==> src/common/memcard_cfg.svh <==
`ifndef MEMCARD_CFG_SVH
`define MEMCARD_CFG_SVH

// Width of the CSR address bus.
`define MEMCARD_CSR_AW 14

// Block select, compared with the top four CSR address bits.
`define MEMCARD_CSR_BASE 4'h0

// Divider half-period count loaded on reset.
// At 1023 the card clock starts slow enough for card identification.
`define MEMCARD_DIV_RESET 11'd1023

`endif
==> src/common/memcard_line_pkg.sv <==
package memcard_line_pkg;

	// Word carried on the one-bit command line.
	typedef logic [7:0] cmd_word_t;

	// Word carried on the four-bit data bus.
	typedef logic [31:0] dat_word_t;

	// Value of the data bus pins in one card clock period.
	typedef logic [3:0] dat_line_t;

endpackage

==> src/common/memcard_csr_pkg.sv <==
package memcard_csr_pkg;

	// Register index, taken from csr_a[2:0].
	typedef enum logic [2:0] {
		REG_DIV     = 3'd0, // Card clock divider factor.
		REG_ENABLE  = 3'd1, // Lane enables.
		REG_PENDING = 3'd2, // Pending flags, rx bits are write-one-to-acknowledge.
		REG_STARTED = 3'd3, // Receive started flags.
		REG_CMD     = 3'd4, // Command word, a write loads a transmit.
		REG_DAT     = 3'd5  // Data word, a write loads a transmit.
	} csr_reg_e;

	// One bit per lane direction.
	// The pending register uses this same layout.
	typedef struct packed {
		logic dat_rx;
		logic dat_tx;
		logic cmd_rx;
		logic cmd_tx;
	} lane_en_t;

	// Half-period count of the card clock, in sys_clk cycles minus one.
	typedef logic [10:0] div_factor_t;

endpackage

==> src/common/memcard_lane_if.sv <==
interface memcard_lane_if #(
	parameter type word_t = logic [7:0]
);

	logic tx_en;        // Lane drives the line.
	logic rx_en;        // Lane listens for a start bit.
	logic load;         // One-cycle pulse, load_word is valid.
	word_t load_word;
	logic rx_ack;       // Software collected the received word.
	logic started_clr;  // Clears the started flag.

	word_t word;        // Shift register contents.
	logic tx_pending;
	logic rx_pending;
	logic started;

	modport ctrl (
		output tx_en,
		output rx_en,
		output load,
		output load_word,
		output rx_ack,
		output started_clr,
		input  word,
		input  tx_pending,
		input  rx_pending,
		input  started
	);

	modport lane (
		input  tx_en,
		input  rx_en,
		input  load,
		input  load_word,
		input  rx_ack,
		input  started_clr,
		output word,
		output tx_pending,
		output rx_pending,
		output started
	);

endinterface

==> src/source/memcard.sv <==
`include "memcard_cfg.svh"

module memcard (
	input  logic                          sys_clk,
	input  logic                          sys_rst,

	input  logic [`MEMCARD_CSR_AW-1:0]    csr_a,
	input  logic                          csr_we,
	input  logic [31:0]                   csr_di,
	output logic [31:0]                   csr_do,

	output logic                          mc_cmd_o,
	output logic                          mc_cmd_oe,
	input  logic                          mc_cmd_i,
	output memcard_line_pkg::dat_line_t   mc_d_o,
	output logic                          mc_d_oe,
	input  memcard_line_pkg::dat_line_t   mc_d_i,
	output logic                          mc_clk
);

	memcard_csr_pkg::div_factor_t div_factor;
	logic clock_active;
	logic shift_ce;

	memcard_lane_if #(.word_t(memcard_line_pkg::cmd_word_t)) cmd_if ();
	memcard_lane_if #(.word_t(memcard_line_pkg::dat_word_t)) dat_if ();

	memcard_ctrl u_ctrl (
		.sys_clk      (sys_clk),
		.sys_rst      (sys_rst),
		.csr_a        (csr_a),
		.csr_we       (csr_we),
		.csr_di       (csr_di),
		.csr_do       (csr_do),
		.cmd          (cmd_if.ctrl),
		.dat          (dat_if.ctrl),
		.div_factor   (div_factor),
		.clock_active (clock_active)
	);

	memcard_clkgen u_clkgen (
		.sys_clk      (sys_clk),
		.sys_rst      (sys_rst),
		.div_factor   (div_factor),
		.clock_active (clock_active),
		.mc_clk       (mc_clk),
		.shift_ce     (shift_ce)
	);

	// Command line, one bit per card clock.
	memcard_lane #(
		.word_t (memcard_line_pkg::cmd_word_t),
		.WIDTH  (1)
	) u_cmd_lane (
		.sys_clk  (sys_clk),
		.sys_rst  (sys_rst),
		.shift_ce (shift_ce),
		.lane     (cmd_if.lane),
		.line_o   (mc_cmd_o),
		.line_oe  (mc_cmd_oe),
		.line_i   (mc_cmd_i)
	);

	// Data bus, one nibble per card clock.
	memcard_lane #(
		.word_t (memcard_line_pkg::dat_word_t),
		.WIDTH  (4)
	) u_dat_lane (
		.sys_clk  (sys_clk),
		.sys_rst  (sys_rst),
		.shift_ce (shift_ce),
		.lane     (dat_if.lane),
		.line_o   (mc_d_o),
		.line_oe  (mc_d_oe),
		.line_i   (mc_d_i)
	);

endmodule

==> src/source/memcard_ctrl.sv <==
`include "memcard_cfg.svh"

module memcard_ctrl (
	input  logic                         sys_clk,
	input  logic                         sys_rst,
	input  logic [`MEMCARD_CSR_AW-1:0]   csr_a,
	input  logic                         csr_we,
	input  logic [31:0]                  csr_di,
	output logic [31:0]                  csr_do,
	memcard_lane_if.ctrl                 cmd,
	memcard_lane_if.ctrl                 dat,
	output memcard_csr_pkg::div_factor_t div_factor,
	output logic                         clock_active
);

	memcard_csr_pkg::lane_en_t lane_en;
	memcard_csr_pkg::lane_en_t pending;
	memcard_csr_pkg::csr_reg_e reg_idx;
	logic csr_sel;
	logic csr_wr;

	assign csr_sel = (csr_a[`MEMCARD_CSR_AW-1 -: 4] == `MEMCARD_CSR_BASE);
	assign csr_wr = csr_sel & csr_we;
	assign reg_idx = memcard_csr_pkg::csr_reg_e'(csr_a[2:0]);

	// Divider and enable registers.
	always_ff @(posedge sys_clk) begin
		if (sys_rst) begin
			div_factor <= `MEMCARD_DIV_RESET;
			lane_en <= '0;
		end else if (csr_wr) begin
			if (reg_idx == memcard_csr_pkg::REG_DIV)
				div_factor <= csr_di[10:0];
			if (reg_idx == memcard_csr_pkg::REG_ENABLE)
				lane_en <= memcard_csr_pkg::lane_en_t'(csr_di[3:0]);
		end
	end

	assign cmd.tx_en = lane_en.cmd_tx;
	assign cmd.rx_en = lane_en.cmd_rx;
	assign dat.tx_en = lane_en.dat_tx;
	assign dat.rx_en = lane_en.dat_rx;

	// Word writes load a transmit.
	assign cmd.load = csr_wr & (reg_idx == memcard_csr_pkg::REG_CMD);
	assign dat.load = csr_wr & (reg_idx == memcard_csr_pkg::REG_DAT);
	assign cmd.load_word = memcard_line_pkg::cmd_word_t'(csr_di[7:0]);
	assign dat.load_word = memcard_line_pkg::dat_word_t'(csr_di);

	// Write one to the rx pending bits to collect a word.
	assign cmd.rx_ack = csr_wr & (reg_idx == memcard_csr_pkg::REG_PENDING) & csr_di[1];
	assign dat.rx_ack = csr_wr & (reg_idx == memcard_csr_pkg::REG_PENDING) & csr_di[3];

	// Write one to clear a started flag.
	assign cmd.started_clr = csr_wr & (reg_idx == memcard_csr_pkg::REG_STARTED) & csr_di[0];
	assign dat.started_clr = csr_wr & (reg_idx == memcard_csr_pkg::REG_STARTED) & csr_di[1];

	always_comb begin
		pending.dat_rx = dat.rx_pending;
		pending.dat_tx = dat.tx_pending;
		pending.cmd_rx = cmd.rx_pending;
		pending.cmd_tx = cmd.tx_pending;
	end

	// Stop the card clock when a transmit has nothing to send
	// or a received word still waits for software.
	assign clock_active = (~lane_en.cmd_tx | pending.cmd_tx)
		& (~lane_en.cmd_rx | ~pending.cmd_rx)
		& (~lane_en.dat_tx | pending.dat_tx)
		& (~lane_en.dat_rx | ~pending.dat_rx);

	// Registered readback, zero outside this block and for spare indices.
	always_ff @(posedge sys_clk) begin
		if (sys_rst) begin
			csr_do <= '0;
		end else begin
			csr_do <= '0;
			if (csr_sel) begin
				case (reg_idx)
					memcard_csr_pkg::REG_DIV:
						csr_do <= 32'(div_factor);
					memcard_csr_pkg::REG_ENABLE:
						csr_do <= 32'(lane_en);
					memcard_csr_pkg::REG_PENDING:
						csr_do <= 32'(pending);
					memcard_csr_pkg::REG_STARTED:
						csr_do <= {30'd0, dat.started, cmd.started};
					memcard_csr_pkg::REG_CMD:
						csr_do <= 32'(cmd.word);
					memcard_csr_pkg::REG_DAT:
						csr_do <= 32'(dat.word);
					default:
						csr_do <= '0;
				endcase
			end
		end
	end

endmodule

==> src/source/memcard_lane.sv <==
module memcard_lane #(
	parameter type word_t = logic [7:0],
	parameter int  WIDTH  = 1
) (
	input  logic             sys_clk,
	input  logic             sys_rst,
	input  logic             shift_ce,
	memcard_lane_if.lane     lane,
	output logic [WIDTH-1:0] line_o,
	output logic             line_oe,
	input  logic [WIDTH-1:0] line_i
);

	localparam int WORD_W = $bits(word_t);
	localparam int SHIFTS = WORD_W / WIDTH; // Line periods per word.
	localparam int CNT_W  = (SHIFTS > 1) ? $clog2(SHIFTS) : 1;
	localparam logic [CNT_W-1:0] LAST = CNT_W'(SHIFTS - 1);

	logic [CNT_W-1:0] bit_count;
	logic start_bit;
	logic rx_go;
	logic shift_en;
	logic last_shift;

	// All line bits low marks the start of a word.
	assign start_bit = (line_i == '0);

	// Receive keeps shifting once the start bit was seen.
	assign rx_go = lane.rx_en & (lane.started | start_bit);
	assign shift_en = shift_ce & (lane.tx_en | rx_go);
	assign last_shift = shift_en & (bit_count == LAST);

	// Shift register, the incoming line enters at the bottom.
	always_ff @(posedge sys_clk) begin
		if (lane.load)
			lane.word <= lane.load_word;
		else if (shift_en)
			lane.word <= word_t'({lane.word[WORD_W-WIDTH-1:0], line_i});
	end

	// Counts shifts within the word, wraps back to zero after the last one.
	always_ff @(posedge sys_clk) begin
		if (sys_rst)
			bit_count <= '0;
		else if (lane.load | lane.rx_ack)
			bit_count <= '0;
		else if (shift_en)
			bit_count <= (bit_count == LAST) ? '0 : bit_count + 1'b1;
	end

	always_ff @(posedge sys_clk) begin
		if (sys_rst) begin
			lane.tx_pending <= 1'b0;
			lane.rx_pending <= 1'b0;
		end else begin
			if (lane.load)
				lane.tx_pending <= 1'b1;
			else if (last_shift & lane.tx_en)
				lane.tx_pending <= 1'b0; // Whole word is on the line.
			if (lane.rx_ack)
				lane.rx_pending <= 1'b0;
			else if (last_shift & lane.rx_en)
				lane.rx_pending <= 1'b1; // Word held until software acks.
		end
	end

	// Sticky until software clears it.
	always_ff @(posedge sys_clk) begin
		if (sys_rst)
			lane.started <= 1'b0;
		else if (lane.started_clr)
			lane.started <= 1'b0;
		else if (shift_ce & rx_go)
			lane.started <= 1'b1;
	end

	// MSB first on the line.
	assign line_o = lane.word[WORD_W-1 -: WIDTH];
	assign line_oe = lane.tx_en;

endmodule

==> src/source/memcard_clkgen.sv <==
module memcard_clkgen (
	input  logic                      sys_clk,
	input  logic                      sys_rst,
	input  memcard_csr_pkg::div_factor_t div_factor,
	input  logic                      clock_active,
	output logic                      mc_clk,
	output logic                      shift_ce
);

	memcard_csr_pkg::div_factor_t count;
	logic tick;
	logic rise;
	logic rise_d;

	// Half-period counter, wraps at the programmed factor.
	always_ff @(posedge sys_clk) begin
		if (sys_rst) begin
			count <= '0;
			tick <= 1'b0;
		end else if (count == div_factor) begin
			count <= '0;
			tick <= 1'b1;
		end else begin
			count <= count + 1'b1;
			tick <= 1'b0;
		end
	end

	// A tick that finds the clock low makes it rise.
	assign rise = tick & clock_active & ~mc_clk;

	// Card clock only moves while the lanes allow it.
	always_ff @(posedge sys_clk) begin
		if (sys_rst)
			mc_clk <= 1'b0;
		else if (tick & clock_active)
			mc_clk <= ~mc_clk;
	end

	// Two cycles after the rising edge the lanes shift, once per period.
	always_ff @(posedge sys_clk) begin
		if (sys_rst) begin
			rise_d <= 1'b0;
			shift_ce <= 1'b0;
		end else begin
			rise_d <= rise;
			shift_ce <= rise_d;
		end
	end

endmodule

==> config.mk <==
export PLATFORM = sky130hd
export DESIGN_NAME = memcard
export DESIGN_NICKNAME = d
export VERILOG_FILES = /design/src/common/memcard_line_pkg.sv /design/src/common/memcard_csr_pkg.sv /design/src/common/memcard_lane_if.sv /design/src/source/memcard.sv /design/src/source/memcard_ctrl.sv /design/src/source/memcard_lane.sv /design/src/source/memcard_clkgen.sv
export VERILOG_INCLUDE_DIRS = /design/src /design/src/common
export SDC_FILE = /design/constraint.sdc
export NUM_CORES = 1
export LEC_CHECK = 0
export BUFFER_PORTS_ARGS = -buffer_cell sky130_fd_sc_hd__buf_2
export CORE_ASPECT_RATIO = 0.8
export CORE_MARGIN = 2
export CORE_UTILIZATION = 42
export CTS_BUF_LIST = sky130_fd_sc_hd__clkbuf_8
export DETAILED_ROUTE_END_ITERATION = 8
export MAX_ROUTING_LAYER = met4
export PLACE_DENSITY_LB_ADDON = 0.3
export SLEW_MARGIN = 5
export SYNTH_ARGS = -nofsm -noshare
export SYNTH_HDL_FRONTEND = slang
export SYNTH_SLANG_ARGS = --single-unit
==> constraint.sdc <==
create_clock -name sys_clk -period 2.6 [get_ports sys_clk]
set_input_delay 0.13 -clock sys_clk [delete_from_list [all_inputs] [get_ports sys_clk]]
set_output_delay 0.13 -clock sys_clk [all_outputs]
set_load 0.005 [all_outputs]
==> results.toml <==
[run_status]
run_status = "finished clean"

[timing]
post_route_skew_ps = 9.617
count_of_endpoints_failing_setup_in_the_final_report = 0
unrepaired_setup_endpoints_after_global_routing = "false"
maxSlewViolCount = 0
worst_slew_pin_slew_ps = 916.3
finalWorstSetupSlack_ps = 511.4
maxSlewHeadroom = 0.3869
finalSetupTns_ps = 0
achievable-frequency_mhz = 478.8
finalCriticalPeriod_ps = 2089
fraction_of_the_cycle_the_final_worst_path_needs = 0.8033
hold_violations = 0

[clocking]
cts_h_tree_lvls = 4
cts_inserted_buffers = 17
cts.repair_timing.setup_buffer_count = 0
insertion_delay_ps = 440
cts_repair_resize_count = 0
tritoncts_num_sinks = 114
clk_transition_reported_paths_ps = 60
ctsRootBufferMaster = "sky130_fd_sc_hd__clkbuf_8"
cts_tree = "built"
clock_tree.buffer_depth = 2
postCtsHoldBufs = 31

[critical_path]
worstSetupStartpoint = "mc_d_i[3]"
crit-reg2reg-capture = "u_clkgen.count[5]$_SDFF_PP0_"
ff2ff_setup_slack_ps = 850
critPathArrivalTime_ps = 2220
critPathKind = "input port to flop"
critical_path_required_ps = 2730
timing.rr.start = "u_ctrl.div_factor[9]$_SDFFE_PP1P_"
highest_fanout_seen_on_the_critical_path = 32
worstSetupEndpoint = "u_dat_lane.lane.word[10]$_DFFE_PP_"
worstSetupEndpointType = "flop"
timing.critical_path.from_type = "input port"
worstRegToRegCells = 5

[cells_and_area]
nNetsFinal = 587
synthToLayoutAreaGrowth_pct = 28.94
postLayoutCoreUtil = 0.5499
n_fill_cell = 982
share_of_final_layout_standard_cells_stronger_than_drive_strength_1 = 0.3235
fin_cells = 689
final_cell_area_mm2 = 0.006261
antenna-diode-count = 0

[route]
post-route-drc-count = 0
wl_um = 11470
drtPass1Iterations = 4
drtAntennaViolNets = 0
routedWlPerCell_um = 16.65
via_count_normalized_by_instance_count = 5.106
drtIter0Drc = 322
dr_total_vias = 3518

[yosys]
synth_area_leader_cell = "sky130_fd_sc_hd__dfxtp_1"
postSynthRegisterBits = 114
synth.most_common_cell = "sky130_fd_sc_hd__dfxtp_1"
postSynthCellCount = 407
synth_fp_nets = 466
synth.yosys.seq_area_share = 0.5524
syn_avg_cell_area_um2 = 11.93
synth.yosys.warnings = 0
most_frequent_cells_after_synthesis = "74 x sky130_fd_sc_hd__dfxtp_1, 40 x sky130_fd_sc_hd__edfxtp_1, 34 x sky130_fd_sc_hd__nor2_1"
ys_types = 45
mappedNetlistArea_mm2 = 0.004856
postSynth.topFlopCell = "sky130_fd_sc_hd__dfxtp_1"
synth_enable_flop_cells = 40
asyncSetResetFlopFracSynth = 0
netlist_top_cells_area = "sky130_fd_sc_hd__dfxtp_1 31%, sky130_fd_sc_hd__edfxtp_1 25%, sky130_fd_sc_hd__mux2_4 8.7%"
synth_largest_type_area_fraction = 0.3051

[placement]
dp.final_hpwl_um = 7732
dp_cells = 626
pre_cts_slack_ps = 387.6
numPortBuffers = 86
finalWeightedCongestion = 0.8179
detailed_place.area_mm2 = 0.005440

[global_route]
grt_antenna_before_repair = 0
first_global_vias = 3382
grt_start_max_net_pins = 47
global_route.overflow_total = 0
grt_first_pass_wirelength_um = 18260
grt_usage = 0.1964

[floorplan]
die_area_mm2 = 0.01244
start_util = 0.4265
io_pins = 94
fp.dieW_um = 124.2
placeableCoreArea_mm2 = 0.01139
floorplan.rows = 35
fp.dieH_um = 100.2

[power]
p_per_area_mw_per_mm2 = 662.3
ir_worst_vdd_uv = 376.5
leakage_uw = 0.002608

[min_path]
hold_class = "input port to flop"

[flow_run]
maxCapViolations = 0
## cells by family after synthesis
family                     count (synthesis)  share of synthesized area
DFF                                      114                     0.5524
adders and majority gates                  5                    0.01288
xor gates and xnor gates                  21                    0.03788
and+or+nand+nor                          127                     0.1394
AOI/OAI and AO/OA                         53                    0.07112
muxes                                     58                     0.1559
buffers and inverters                     29                    0.03040
## worst min path at each step
stage,startpoint,end,slack (ps),cells after the start
global route,mc_d_i[1],u_dat_lane.lane.word[1]$_DFFE_PP_,9,2
global placement,csr_di[10],u_ctrl.div_factor[10]$_SDFFE_PP0P_,400,3
floorplan,csr_di[3],u_dat_lane.lane.rx_pending$_SDFFE_PP0P_,240,1
CTS,mc_d_i[1],u_dat_lane.lane.word[1]$_DFFE_PP_,1,2
finish,mc_d_i[1],u_dat_lane.lane.word[1]$_DFFE_PP_,20,2
detailed placement,csr_di[0],u_cmd_lane.lane.started$_SDFFE_PP0P_,420,2
## power breakdown
part           total [uW]  internal (uW)  switching (uW)
combinational         182           95.0            87.3
clock                2120           1400             714
sequential           1850           1840            7.61
total                4150           3340             809
## per-stage QoR
| step | power (uW) | hold slack [ps] |
|---|---|---|
| floorplan | 1960 | 240.1 |
| detailed placement | 2032 | 417.4 |
| finish | 4147 | 16.51 |
| global placement | 2029 | 401.3 |
| global route | 4275 | 8.841 |
| CTS | 4170 | 0.9510 |
## per-layer routing
metal	global-route usage	part of all wire	vias up	routed length, um
li1	-	-	1721	-
met3	0.05490	0.059	12	677
met2	0.2909	0.46	121	5263
met4	0.07001	0.011	0	126
met1	0.2602	0.47	1664	5401
met5	-	0	-	0
## flip-flops by register name, summed over array words and instances (netlist names), 3 cells and up
name / flops
u_dat_lane.bit_count: 3
u_clkgen.count: 11
u_cmd_lane.lane.word: 8
u_cmd_lane.bit_count: 3
u_ctrl.csr_do: 32
u_dat_lane.lane.word: 32
u_ctrl.div_factor: 11
## layout make-up
type | instances | area, um2 | area share
flip-flops and latches | 114 | 2683 | 0.4285
multi-input cells | 264 | 2027 | 0.3237
repair buffers | 127 | 840.8 | 0.1343
inverters | 4 | 15.01 | 0.002398
clock buffers | 20 | 275.3 | 0.04396
clock inverters | 12 | 235.2 | 0.03757
well taps | 148 | 185.2 | 0.02958
## cells in the final DEF (no fill, tap or decap), types with 12 or more instances in the layout
cell type,n
sky130_fd_sc_hd__and2_1,22
sky130_fd_sc_hd__clkbuf_8,20
sky130_fd_sc_hd__dlygate4sd3_1,31
sky130_fd_sc_hd__xnor2_1,15
sky130_fd_sc_hd__a22oi_1,12
sky130_fd_sc_hd__mux2_4,28
sky130_fd_sc_hd__a21oi_1,18
sky130_fd_sc_hd__nor3_1,23
sky130_fd_sc_hd__nor2_1,34
sky130_fd_sc_hd__buf_2,86
sky130_fd_sc_hd__dfxtp_1,74
sky130_fd_sc_hd__mux2_2,19
sky130_fd_sc_hd__edfxtp_1,40
## critical path: stages
cell and delay [ps]:
sky130_fd_sc_hd__dlygate4sd3_1 530, sky130_fd_sc_hd__buf_2 130, sky130_fd_sc_hd__nor4_1 630, sky130_fd_sc_hd__o31a_1 380, sky130_fd_sc_hd__inv_1 70, sky130_fd_sc_hd__nand2_1 110
sky130_fd_sc_hd__buf_12 230
Note: power is estimated with default switching activity, not from simulation.
